<file path="src/logic/uart_cfg.svh">
// build-time settings for the UART bit rate
// included by the bit-rate generator and by the testbench for bit timing
`ifndef UART_CFG_SVH
`define UART_CFG_SVH

// clk cycles per 16x tick
// with 4 here one serial bit lasts 64 clocks
`define UART_BRG_DIV 4

// ticks per serial bit
// the engines count 16 in hardware, keep this in step
`define UART_OVERSAMPLE 16

`endif

</file>
<file path="src/logic/uart_pkg.sv">
// shared types for the UART
// rtl and testbench refer to these by scoped name
package uart_pkg;

    // byte latched at the stop-bit sample
    typedef struct packed {
        logic [7:0] data;       // received data, lsb first on the line
        logic       frame_err;  // stop bit was spacing
    } rx_byte_t;

    // status register image, zero-extended to 8 bits on read
    typedef struct packed {
        logic rx_ready;         // bit 2
        logic frame_err;        // bit 1
        logic tx_busy;          // bit 0
    } uart_status_t;

    // host register map
    typedef enum logic {
        addr_data   = 1'b0,     // rd pops rx byte, wr starts tx
        addr_status = 1'b1      // read only
    } uart_addr_e;

endpackage

</file>
<file path="src/logic/uart_brg.sv">
// bit-rate generator for both serial engines
// emits a one-clock tick every `UART_BRG_DIV clocks, 16 ticks per bit
`include "uart_cfg.svh"

module uart_brg (
    input  logic clk,
    input  logic reset,
    output logic brg_tick
);

    localparam logic [15:0] RELOAD = 16'(`UART_BRG_DIV - 1);

    logic [15:0] div_ctr;                       // counts down to zero

    always_ff @(posedge clk) begin
        if (reset) begin
            div_ctr  <= RELOAD;
            brg_tick <= 1'b0;
        end else begin
            brg_tick <= (div_ctr == 16'd0);     // one pulse per period
            if (div_ctr == 16'd0) begin
                div_ctr <= RELOAD;              // wrap
            end else begin
                div_ctr <= div_ctr - 16'd1;
            end
        end
    end

endmodule

</file>
<file path="src/logic/uart_rx.sv">
// 8N1 serial receiver that samples lsb-first frames at 16x the bit rate
// delivers one byte into a holding register and raises rx_ready until read
module uart_rx (
    input  logic                clk,
    input  logic                reset,
    input  logic                brg_tick,       // 16x tick
    input  logic                rx,             // async serial input
    input  logic                rx_read_tick,   // host is reading the data reg
    output uart_pkg::rx_byte_t  rx_byte,        // stable while rx_ready
    output logic                rx_ready
);

    // one-hot state bit positions
    localparam int IDLE    = 0;                 // line marking, wait for start
    localparam int START   = 1;                 // recheck start at half a bit
    localparam int READING = 2;                 // 8 data bits
    localparam int STOP    = 3;                 // sample the stop bit
    localparam int FERR    = 4;                 // wait for marking after bad stop

    logic [4:0] state;
    logic [1:0] rx_meta;                        // two-flop synchronizer
    logic       rx_sync;
    logic [7:0] sr;                             // data shift register
    logic [3:0] brg_ctr;                        // ticks within a bit, wraps at 16
    logic [2:0] bit_ctr;                        // data bit index

    assign rx_sync = rx_meta[1];

    // synchronizer comes up marking so reset cannot fake a start bit
    always_ff @(posedge clk) begin
        if (reset) begin
            rx_meta <= 2'b11;
        end else begin
            rx_meta <= {rx_meta[0], rx};
        end
    end

    // each data bit taken in the middle of its bit time
    always_ff @(posedge clk) begin
        if (brg_tick && state[READING] && brg_ctr == 4'd0) begin
            sr <= {rx_sync, sr[7:1]};           // shift in at the msb end
        end
    end

    always_ff @(posedge clk) begin
        if (reset) begin
            state    <= 5'd1 << IDLE;
            brg_ctr  <= 4'd0;
            bit_ctr  <= 3'd0;
            rx_ready <= 1'b0;
            rx_byte  <= '0;                     // status reads zero after reset
        end else begin
            if (rx_read_tick) begin
                rx_ready <= 1'b0;               // host took the byte
            end
            if (brg_tick) begin
                brg_ctr <= brg_ctr + 4'd1;
                case (1'b1)
                    state[IDLE]: begin
                        if (!rx_sync) begin
                            state   <= 5'd1 << START;
                            brg_ctr <= 4'd8;    // wraps to 0 at mid start bit
                        end
                    end
                    state[START]: begin
                        if (rx_sync) begin
                            state <= 5'd1 << IDLE;      // glitch rather than a start bit
                        end else if (brg_ctr == 4'd0) begin
                            state   <= 5'd1 << READING;
                            bit_ctr <= 3'd0;
                        end
                    end
                    state[READING]: begin
                        if (brg_ctr == 4'd0) begin
                            bit_ctr <= bit_ctr + 3'd1;
                            if (bit_ctr == 3'd7) begin
                                state <= 5'd1 << STOP;  // last data bit in
                            end
                        end
                    end
                    state[STOP]: begin
                        if (brg_ctr == 4'd0) begin
                            // overwrites even an unread byte
                            rx_byte.data      <= sr;
                            rx_byte.frame_err <= ~rx_sync;  // spacing stop bit
                            rx_ready          <= 1'b1;
                            state             <= 5'd1 << (rx_sync ? IDLE : FERR);
                        end
                    end
                    state[FERR]: begin
                        if (rx_sync) begin
                            state <= 5'd1 << IDLE;  // line back to marking
                        end
                    end
                    default: state <= 5'd1 << IDLE;
                endcase
            end
        end
    end

endmodule

</file>
<file path="src/logic/uart_tx.sv">
// serial transmitter, 8N1, lsb first, one bit per 16 ticks
// a start strobe while idle sends one frame, tx stays marking otherwise
module uart_tx (
    input  logic       clk,
    input  logic       reset,
    input  logic       brg_tick,                // 16x tick
    input  logic       tx_start,                // one-cycle strobe
    input  logic [7:0] tx_data,                 // sampled with tx_start
    output logic       tx,
    output logic       tx_busy                  // high for the whole frame
);

    logic [9:0] frame;                          // bit 0 is on the line
    logic [3:0] tick_ctr;                       // ticks within a bit
    logic [3:0] bit_ctr;                        // 0 start, 1..8 data, 9 stop

    // ones shift in behind the frame, so the line is marking when done
    assign tx = frame[0];

    always_ff @(posedge clk) begin
        if (reset) begin
            frame    <= '1;                     // line marking
            tick_ctr <= 4'd0;
            bit_ctr  <= 4'd0;
            tx_busy  <= 1'b0;
        end else if (!tx_busy) begin
            if (tx_start) begin
                frame    <= {1'b1, tx_data, 1'b0};  // stop, data, start
                tick_ctr <= 4'd0;
                bit_ctr  <= 4'd0;
                tx_busy  <= 1'b1;
            end
        end else if (brg_tick) begin
            tick_ctr <= tick_ctr + 4'd1;
            if (tick_ctr == 4'd15) begin        // bit time over
                frame   <= {1'b1, frame[9:1]};
                bit_ctr <= bit_ctr + 4'd1;
                if (bit_ctr == 4'd9) begin
                    tx_busy <= 1'b0;            // stop bit held 16 ticks
                end
            end
        end
    end

endmodule

</file>
<file path="src/logic/uart_regs.sv">
// host register block, data at address 0 and status at address 1
// reads return on the next clock, a data write starts a transmit
module uart_regs (
    input  logic                 clk,
    input  logic                 reset,
    input  logic                 rd,            // one-cycle strobe
    input  logic                 wr,            // one-cycle strobe
    input  uart_pkg::uart_addr_e addr,
    input  logic [7:0]           wdata,
    input  uart_pkg::rx_byte_t   rx_byte,
    input  logic                 rx_ready,
    input  logic                 tx_busy,
    output logic [7:0]           rdata,
    output logic                 rx_read_tick,  // clears rx_ready
    output logic                 tx_start,
    output logic [7:0]           tx_data
);

    uart_pkg::uart_status_t status;
    logic                   sel_data;

    assign sel_data = (addr == uart_pkg::addr_data);

    assign status.rx_ready  = rx_ready;
    assign status.frame_err = rx_byte.frame_err;    // verdict of the held byte
    assign status.tx_busy   = tx_busy;

    // same cycle as rd, so a status read right after sees rx_ready clear
    assign rx_read_tick = rd && sel_data;

    // tx_data lands together with tx_start
    always_ff @(posedge clk) begin
        if (wr && sel_data) begin
            tx_data <= wdata;
        end
    end

    always_ff @(posedge clk) begin
        if (reset) begin
            tx_start <= 1'b0;
            rdata    <= 8'd0;
        end else begin
            tx_start <= wr && sel_data;     // uart_tx drops it when busy
            if (rd) begin
                rdata <= sel_data ? rx_byte.data : {5'd0, status};
            end
        end
    end

endmodule

</file>
<file path="src/logic/uart.sv">
// top level of the memory-mapped UART
// host bus on one side, rx and tx pins on the other
module uart (
    input  logic                 clk,
    input  logic                 reset,
    input  logic                 rd,
    input  logic                 wr,
    input  uart_pkg::uart_addr_e addr,
    input  logic [7:0]           wdata,
    output logic [7:0]           rdata,
    input  logic                 rx,            // async serial in
    output logic                 tx             // serial out
);

    logic               brg_tick;               // shared 16x time base
    uart_pkg::rx_byte_t rx_byte;
    logic               rx_ready;
    logic               rx_read_tick;
    logic               tx_start;
    logic [7:0]         tx_data;
    logic               tx_busy;

    uart_brg brg_inst (
        .clk      (clk),
        .reset    (reset),
        .brg_tick (brg_tick)
    );

    uart_rx rx_inst (
        .clk          (clk),
        .reset        (reset),
        .brg_tick     (brg_tick),
        .rx           (rx),
        .rx_read_tick (rx_read_tick),
        .rx_byte      (rx_byte),
        .rx_ready     (rx_ready)
    );

    uart_tx tx_inst (
        .clk      (clk),
        .reset    (reset),
        .brg_tick (brg_tick),
        .tx_start (tx_start),
        .tx_data  (tx_data),
        .tx       (tx),
        .tx_busy  (tx_busy)
    );

    uart_regs regs_inst (
        .clk          (clk),
        .reset        (reset),
        .rd           (rd),
        .wr           (wr),
        .addr         (addr),
        .wdata        (wdata),
        .rx_byte      (rx_byte),
        .rx_ready     (rx_ready),
        .tx_busy      (tx_busy),
        .rdata        (rdata),
        .rx_read_tick (rx_read_tick),
        .tx_start     (tx_start),
        .tx_data      (tx_data)
    );

endmodule

</file>
<file path="config.mk">
export PLATFORM = sky130hd
export DESIGN_NAME = uart
export DESIGN_NICKNAME = d
export VERILOG_FILES = /design/src/logic/uart_pkg.sv /design/src/logic/uart_brg.sv /design/src/logic/uart_rx.sv /design/src/logic/uart_tx.sv /design/src/logic/uart_regs.sv /design/src/logic/uart.sv
export VERILOG_INCLUDE_DIRS = /design/src /design/src/logic
export SDC_FILE = /design/constraint.sdc
export NUM_CORES = 1
export LEC_CHECK = 0
export ABC_AREA = 1
export BUFFER_PORTS_ARGS = -buffer_cell sky130_fd_sc_hd__clkbuf_2
export CELL_PAD_IN_SITES_DETAIL_PLACEMENT = 2
export CELL_PAD_IN_SITES_GLOBAL_PLACEMENT = 2
export CORE_MARGIN = 1
export CORE_UTILIZATION = 38
export CTS_BUF_LIST = sky130_fd_sc_hd__clkbuf_8
export DETAILED_ROUTE_END_ITERATION = 7
export PLACE_DENSITY = 0.83
export SYNTH_ARGS = -nofsm -noshare
export SYNTH_HDL_FRONTEND = slang
export SYNTH_SLANG_ARGS = --single-unit
</file>
<file path="constraint.sdc">
create_clock -name clk -period 2.7 [get_ports clk]
set_clock_uncertainty 0.2 [all_clocks]
set_input_delay 0.54 -clock clk [delete_from_list [all_inputs] [get_ports clk]]
set_output_delay 0.54 -clock clk [all_outputs]
set_load 0.005 [all_outputs]
</file>
[Word-level counts from Yosys, hierarchy flattened]
Cells that the tools add are included.
Storage, ports and cells
  register bits after elaboration: 85
  bits of input ports: 14
  output and inout bits: 9
  word-level logic and storage cells: 103
Cells by class
  add/sub/neg operators: 5
  eq/ne operators: 11
  shift-type cells: 1
  mux-type cells: 43
  bitwise gates (word level): 5
  reduce and logical (&&, ||, !) cells: 17
Operator list (count)
  5-bit 2-to-1 mux: 12
  10-bit 2-to-1 mux: 4
  4-bit 2-to-1 mux: 8
  1-bit by 32-bit << shifter with 5-bit output, first input constant: 1
  3-bit 2-to-1 mux: 6
  16-bit zero test: 1
  4-bit inequality test, second input constant: 4
  16-bit by 1-bit subtractor with 16-bit output, second input constant: 1
  4-bit by 1-bit adder with 4-bit output, second input constant: 3
  1-bit 2-to-1 mux: 12
  6-bit AND reduction: 2
  5-bit AND reduction: 2
  4-bit equality test, second input constant: 2
  8-bit 2-to-1 mux: 1
  2-bit inequality test, second input constant: 4
  3-bit AND reduction: 2
  1-bit inverter: 5
  1-bit logical AND: 4
  4-bit zero test: 1
  2-bit AND reduction: 2
  2-bit nonzero test: 2
  3-bit by 1-bit adder with 3-bit output, second input constant: 1
  3-bit equality test, second input constant: 1
  2-bit OR reduction: 1

[Longest topological paths before layout]
Gate-level depths: netlist (run 1).
  depth in word-level cells: 9
  mapped depth: 10

[Cells and area by module]
A second synthesis (run 1) with hierarchy kept.
Unflattened totals
  cells, all modules: 482
  area, all modules: 3811.2 um2
Modules (own cells, without submodules)
  uart_rx: times used 1, cells each 166, area an instance 1412.6 um2, seq. area each 720.7 um2
  uart_tx: times used 1, cells each 129, area an instance 893.4 um2, seq. area each 360.3 um2
  uart_brg: times used 1, cells each 126, area an instance 888.4 um2, seq. area each 340.3 um2
  uart_regs: times used 1, cells each 61, area an instance 616.8 um2, seq. area each 420.4 um2

[Worst setup path after synthesis (run 1)]
No wires, ideal clock.
  path type: reg-to-reg
  start point: reg rx_inst.brg_ctr[0]
  end point: reg rx_inst.sr[0] (enable)
  library setup time: 0.383 ns
  data arrival time: 1.308 ns
  path slack: 0.809 ns
  cell stages (with the launch flop): 5
  period minus slack after synthesis: 1.891 ns
  path through: dfxtp_1 inv_1 ha_1 nand2_4 nor3_1
Between the ends
  longest elaborated chain between the ends: 2
Ends and longest elaborated chain
  from (decl): RTL line uart_rx.sv:24  | logic [3:0] brg_ctr;
  from (signal assigned): RTL line uart_rx.sv:57  | brg_ctr <= brg_ctr + 4'd1;
  4-bit zero test: RTL line uart_rx.sv:40  | if (brg_tick && state[READING] && brg_ctr == 4'd0) begin
  1-bit logical AND: RTL line uart_rx.sv:40
  to (signal assigned): RTL line uart_rx.sv:41  | sr <= {rx_sync, sr[7:1]};
  to (decl): RTL line uart_rx.sv:23  | logic [7:0] sr;
Every way passes these cells.
A chain may end at the register's enable or synchronous reset.

[Worst setup path in the final report (run 1)]
  start point: reg rx_inst.brg_ctr[0]
  end point: reg rx_inst.rx_byte[0] (netlist name)
Between the ends
  longest elaborated chain between the ends: 2
Ends and longest elaborated chain
  4-bit zero test: RTL line uart_rx.sv:82  | if (brg_ctr == 4'd0) begin
  6-bit AND reduction (no source line)
Every way passes these cells.

==> flow_metrics.tcl, run 1 <==
set metrics [dict create \
    status "finished clean" \
    synth_compound_gate_area_share 0.125 \
    cap_viol_max_count 0 \
    criticalPathCategory "reg2reg" \
    power.share.switching 0.274 \
    synth-adder-area-share 0.0266 \
    path_common_cell "inv_1" \
    synth-edff-count 16 \
    drtPass1Iterations 4 \
    critical_path.slowest_cell "dfxtp_1" \
    timing_max_transition_violations_final 0 \
    crit_path_end_kind "flop" \
    switchingPower_uw 692 \
    top_achievable_clock_speed_mhz 551 \
    antenna-diode-count 0 \
    power.combinational.fraction 0.098 \
    place_area_sq_um 3950 \
    largest_family_of_logic_cells_by_synthesized_area "simple AND/OR/NAND/NOR gates" \
    grt_first_pass_wirelength_mm 16.5 \
    area_added_between_synthesis_and_finish_pct 10.4 \
    fin_nets 511 \
    place_inst 607 \
    total_power_consumption_uw 2530 \
    finalCriticalPeriod_ns 1.82 \
    synth_cell_types 36 \
    clock_tree.buffer_depth 2 \
    postSynthNetCount 488 \
    tightestPinTransition_ns 0.720 \
    xor_xnor_fraction_of_synth_area 0.00466 \
    cts_hold_buf 0 \
    p_clk_frac 0.367 \
    cts.sinks 84 \
    total_global_routing_overflow 0 \
    wire_per_inst_um 16.0 \
    detail_route.drc_violations 0 \
    power_density_nw_per_um2 609 \
    final_cell_count_no_fill 623 \
    routability_congestion_estimate 0.733 \
    tritoncts_buffers 9 \
    post-dp-hpwl_mm 6.92 \
    power.internal_uw 1830 \
    p_leak_uw 0.00181 \
    sum_of_buffers_and_inverters_on_the_critical_path 2 \
    period_share 0.673 \
    cpLargestDelayFamily "simple AND/OR/NAND/NOR gates" \
    yosys_register_bits 84 \
    crit_path_max_incr_delay_ns 0.36 \
    route.final.wire_length_mm 9.95 \
    path_cells "inv_1 -> ha_1 -> nand2_4 -> nor2_4 -> nand2_2 -> inv_1 -> o21ai_0 -> nor2_1" \
    min_path_type "in2reg" \
    boundaryPins 23 \
    cts.repair_timing.setup_buffer_count 0 \
    io_buffer_count 22 \
    synth.avg_cell_area_sq_um 8.06 \
    drt-initial-drc-count 71 \
    synth_seq_area_share 0.490 \
    finalHoldViolations 0 \
    grt_max_degree 24 \
    floorplan_die_area_sq_um 10300 \
    syn-cell-area_sq_um 3760 \
    crit_fanout 16 \
    grt_antenna_before_repair 0 \
    vdd_ir_drop_max_mv 0.342 \
    slew-limit-headroom 0.518 \
    chipHeight_um 101 \
    yosysWarningCount 0 \
    asyncSetResetFlopFracSynth 0 \
    cts.repair.resized 0 \
    rows 35 \
    post_drt_via_cell_ratio 5.04 \
    fin_area_sq_um 4150 \
    cts.clk_slew.worst_paths_ns 0.09 \
    critical_path_arrival_ns 1.88 \
    synth_simple_gate_area_frac 0.250 \
    fin_setup_tns_ns 0 \
    clock_insertion_delay_at_the_later_pin_of_the_skew_report_ns 0.37 \
    power_frac_seq 0.535 \
    design.core.area_sq_um 9420 \
    die-width_um 101 \
    initial_util 0.399 \
    cts.htree.levels 3 \
    critPathLaunchType "flop" \
    rsz0062_at_grt "no" \
    drive_gt1_frac 0.150 \
    worst-endpoint-required_ns 2.77 \
    muxShareOfSynthArea 0 \
    cells_after_synthesis 466 \
    num_vias 3141 \
    timing.final.setup_violations 0 \
    final_antenna_net_count 0 \
    ctsRootBufferMaster "clkbuf_8" \
    n_fill_cell 1102 \
    via_count_of_the_first_global_routing_pass 3418 \
    grt.total_usage 0.211 \
    synth_flop_cell "dfxtp_1" \
    tritoncts_clock_tree "built" \
]
[layout by cell type (no fill, tap or decap), types with 7 or more instances in the layout]
cell type   n
edfxtp_1   16
a21oi_1    25
nor2_2      7
clkbuf_2   22
o22ai_1     7
clkbuf_8    9
inv_1      68
nand2_1    79
o211ai_1   19
nand3_1    30
dfxtp_1    68
ha_1        8
nor2_1     61
o21ai_0    19
[flip-flops by register name, indices dropped and copies added (netlist names), 2 cells and up]
name	flops
tx_inst.bit_ctr	4
rx_inst.brg_ctr	4
regs_inst.tx_data	8
rx_inst.rx_meta	2
tx_inst.frame	9
rx_inst.state	5
rx_inst.rx_byte	9
brg_inst.div_ctr	16
rx_inst.sr	8
tx_inst.tick_ctr	4
rx_inst.bit_ctr	3
regs_inst.rdata	8
[worst reg2reg max path: stages (launching register included)]
cell and delay, ns:
dfxtp_1 0.36, inv_1 0.07, ha_1 0.27, nand2_4 0.15, nor2_4 0.05, nand2_2 0.25, inv_1 0.15, o21ai_0 0.19
nor2_1 0.05
[cell type report]
cell class	instances	area (sq um)	area share
flip-flops and latches	84	1840	0.444
multi-input cells	294	1530	0.368
inverters	74	280	0.0676
well taps	129	161	0.0389
repair buffers	26	140	0.0338
clock buffers	9	124	0.0299
clock inverters	7	73.8	0.0178
[stage by stage]
step	hold slack (ns)	utilization	worst slack, ns
floorplan	0.182	-	0.809
global placement	0.190	0.419	0.907
detailed placement	0.199	0.419	0.809
CTS	0.125	0.440	0.851
global route	0.121	0.440	0.683
finish	0.141	0.440	0.884
[synth_stat cells (4+ instances only)]
cell type	number	area, sq um
nand2_2	6	37.5
nor3_1	5	25.0
inv_1	68	255
nand2_1	79	297
a21oi_1	25	125
dfxtp_1	68	1360
o211ai_1	19	143
ha_1	8	100
nand3_1	30	150
edfxtp_1	16	480
nor2_2	7	43.8
nor2_1	61	229
o22ai_1	7	43.8
buf_6	7	78.8
o21ai_0	19	95.1
inv_2	5	18.8
clkbuf_1	4	15.0
[per-layer routing]
metal | share of wire | GRT usage | vias to the layer above
met4 | 0.016 | 0.0702 | 0
li1 | - | - | 1548
met1 | 0.43 | 0.233 | 1549
met2 | 0.54 | 0.398 | 31
met3 | 0.023 | 0.0469 | 13
met5 | 0 | 0 | -
[cells by family (layout without fill, tap and decap cells)]
logic type | count (synthesis) | count (layout)
flip-flops | 84 | 84
adder cells (fa/ha/maj) | 8 | 8
AO/OA/AOI/OAI | 79 | 79
AND/OR/NAND/NOR | 205 | 205
buffers and inverters | 88 | 116
XOR/XNOR | 2 | 2
[final timing paths]
check / start / endpoint / slack (ns) / cells past startpoint
worst max-delay path: rx_inst.brg_ctr[0] / rx_inst.rx_byte[0] / 0.88 / 8
worst min-delay path: wdata[5] / regs_inst.tx_data[5] / 0.14 / 1
worst max register to register: rx_inst.brg_ctr[0] / rx_inst.rx_byte[0] / 0.88 / 8
worst min register to register: rx_inst.rx_meta[0] / rx_inst.rx_meta[1] / 0.22 / 1
[power groups by stage]
stage          Clock (uW)  Combinational, uW  Sequential, uW
6_report              926                247            1350
3_3_place_gp            0                232            1380
2_1_floorplan           0                190            1370
5_1_grt              1000                285            1360
4_1_cts               956                253            1350
3_5_place_dp            0                246            1380
(Power assumes the default switching activity.)
==> run 2, diff against run 1 <==
--- a/config.mk
+++ b/config.mk
@@ -11,10 +11,10 @@
 export CELL_PAD_IN_SITES_DETAIL_PLACEMENT = 2
 export CELL_PAD_IN_SITES_GLOBAL_PLACEMENT = 2
 export CORE_MARGIN = 1
-export CORE_UTILIZATION = 38
+export CORE_UTILIZATION = 34
 export CTS_BUF_LIST = sky130_fd_sc_hd__clkbuf_8
 export DETAILED_ROUTE_END_ITERATION = 7
-export PLACE_DENSITY = 0.83
+export PLACE_DENSITY = 0.78
 export SYNTH_ARGS = -nofsm -noshare
 export SYNTH_HDL_FRONTEND = slang
 export SYNTH_SLANG_ARGS = --single-unit
==> constraint.sdc (replaced) <==
create_clock -name clk -period 1.6 [get_ports clk]
set_clock_uncertainty 0.2 [all_clocks]
set_input_delay 0.32 -clock clk [delete_from_list [all_inputs] [get_ports clk]]
set_output_delay 0.32 -clock clk [all_outputs]
set_load 0.005 [all_outputs]
==> flow_metrics.tcl, run 2 (synthesis gave the netlist of run 1 again) <==
set metrics [dict create \
    min_path_type "in2reg" \
    final_antenna_net_count 0 \
    area_added_between_synthesis_and_finish_pct 23.9 \
    worst-endpoint-required_ns 1.66 \
    status "finished with violations" \
    antenna-diode-count 0 \
    io_buffer_count 22 \
    cts.clk_slew.worst_paths_ns 0.10 \
    post-dp-hpwl_mm 7.09 \
    grt_max_degree 27 \
    fin_nets 552 \
    grt_first_pass_wirelength_mm 17.0 \
    rsz0062_at_grt "yes" \
    post-route-worst-setup-slack_ns -0.0680 \
    violations "setup timing" \
    period_share 1.04 \
    final_core_util 0.431 \
    top_regs "brg_inst.div_ctr: 16 flops, rx_inst.rx_byte: 9 flops, tx_inst.frame: 9 flops" \
    tritoncts_clock_tree "built" \
    clock_insertion_delay_at_the_later_pin_of_the_skew_report_ns 0.37 \
    layout.cells.most_common_list "nand2_1 (78), inv_1 (65), nor2_1 (58), dfxtp_1 (58), buf_4 (29)" \
    design.core.area_sq_um 10800 \
    slew-limit-headroom 0.798 \
    num_vias 3343 \
    cts.htree.levels 3 \
    initial_util 0.348 \
    timing.final.setup_violations 5 \
    drive_gt1_frac 0.245 \
    place_inst 636 \
    tightestPinTransition_ns 0.302 \
    crit_path_end_kind "flop" \
    crit_fanout 10 \
    drtPass1Iterations 4 \
    tritoncts_buffers 9 \
    p_leak_uw 0.00204 \
    floorplan_die_area_sq_um 11500 \
    place_area_sq_um 4120 \
    largest_register_ffs 16 \
    detail_route.drc_violations 0 \
    timing_max_transition_violations_final 0 \
    grt_antenna_before_repair 0 \
    clock_tree.buffer_depth 2 \
    routability_congestion_estimate 0.795 \
    finalHoldViolations 0 \
    top_achievable_clock_speed_mhz 600 \
    boundaryPins 23 \
    fin_area_sq_um 4650 \
    route.final.wire_length_mm 11.7 \
    cap_viol_max_count 0 \
    drt-initial-drc-count 135 \
    criticalPathCategory "reg2reg" \
    total_global_routing_overflow 0 \
    wire_per_inst_um 17.3 \
    final_cell_count_no_fill 675 \
    chipHeight_um 107 \
    via_count_of_the_first_global_routing_pass 3588 \
    critPathLaunchType "flop" \
    regMostFlops "brg_inst.div_ctr" \
    ctsRootBufferMaster "clkbuf_8" \
    grt.total_usage 0.194 \
    critical_path_arrival_ns 1.73 \
    rows 38 \
    post_drt_via_cell_ratio 4.95 \
    fin_setup_tns_ns -0.133 \
    vdd_ir_drop_max_mv 0.514 \
    power_density_nw_per_um2 949 \
    post-place-ws_ns -0.0939 \
    finalCriticalPeriod_ns 1.67 \
    layout.cells.most_common "nand2_1" \
    cts.sinks 84 \
    die-width_um 107 \
]
## run 2: path summary, 6_finish.rpt
| check | slack [ns] | from | to | cells past startpoint |
|---|---|---|---|---|
| worst max register to register | -0.07 | tx_inst.tick_ctr[0] | tx_inst.bit_ctr[2] | 7 |
| worst min-delay path | 0.02 | addr | regs_inst.tx_start | 2 |
| worst min register to register | 0.24 | rx_inst.rx_meta[0] | rx_inst.rx_meta[1] | 1 |
| worst max-delay path | -0.07 | tx_inst.tick_ctr[0] | tx_inst.bit_ctr[2] | 7 |
## run 2: metal layers
| metal | up-vias | share of wire | GRT usage |
|---|---|---|---|
| li1 | 1628 | - | - |
| met1 | 1661 | 0.42 | 0.221 |
| met2 | 37 | 0.54 | 0.352 |
| met3 | 17 | 0.016 | 0.0340 |
| met4 | 0 | 0.020 | 0.0812 |
| met5 | - | 0 | 0 |
## run 2: repair_timing
action	CTS	global route
hold buffers	10	0
gates cloned	1	2
pin swaps	2	5
buffers inserted	2	8
endpoints found under the hold margin	10	0
gates resized for setup	10	32
setup endpoints to repair	36	47
## run 2: cell type report
cell class	instances	area, sq um
Clock inverter	7	73.8
Tap cell	140	175
Inverter	74	280
Sequential cell	84	1860
Clock buffer	9	124
Multi-Input combinational cell	297	1660
Fill cell	1220	6140
Timing Repair Buffer	64	479
## run 2: power by group
group,switching [uW],internal [uW]
sequential,58.6,2230
clock,861,731
combinational,340,198
## run 2: worst max-delay path, cell delays in order, from the launching register on
cell	delay, ns
dfxtp_4	0.38
ha_4	0.16
nand2_1	0.11
nand3b_4	0.16
buf_4	0.16
nand2_4	0.11
a21oi_1	0.20
nor2_1	0.08
## run 2: through the flow
step                      hold WS (ns)  total power (uW)
after global placement           0.188              2750
after floorplan                  0.182              2630
after CTS                     0.000794              4400
after detailed placement         0.220              2790
final                           0.0216              4420
after global routing            0.0284              4610
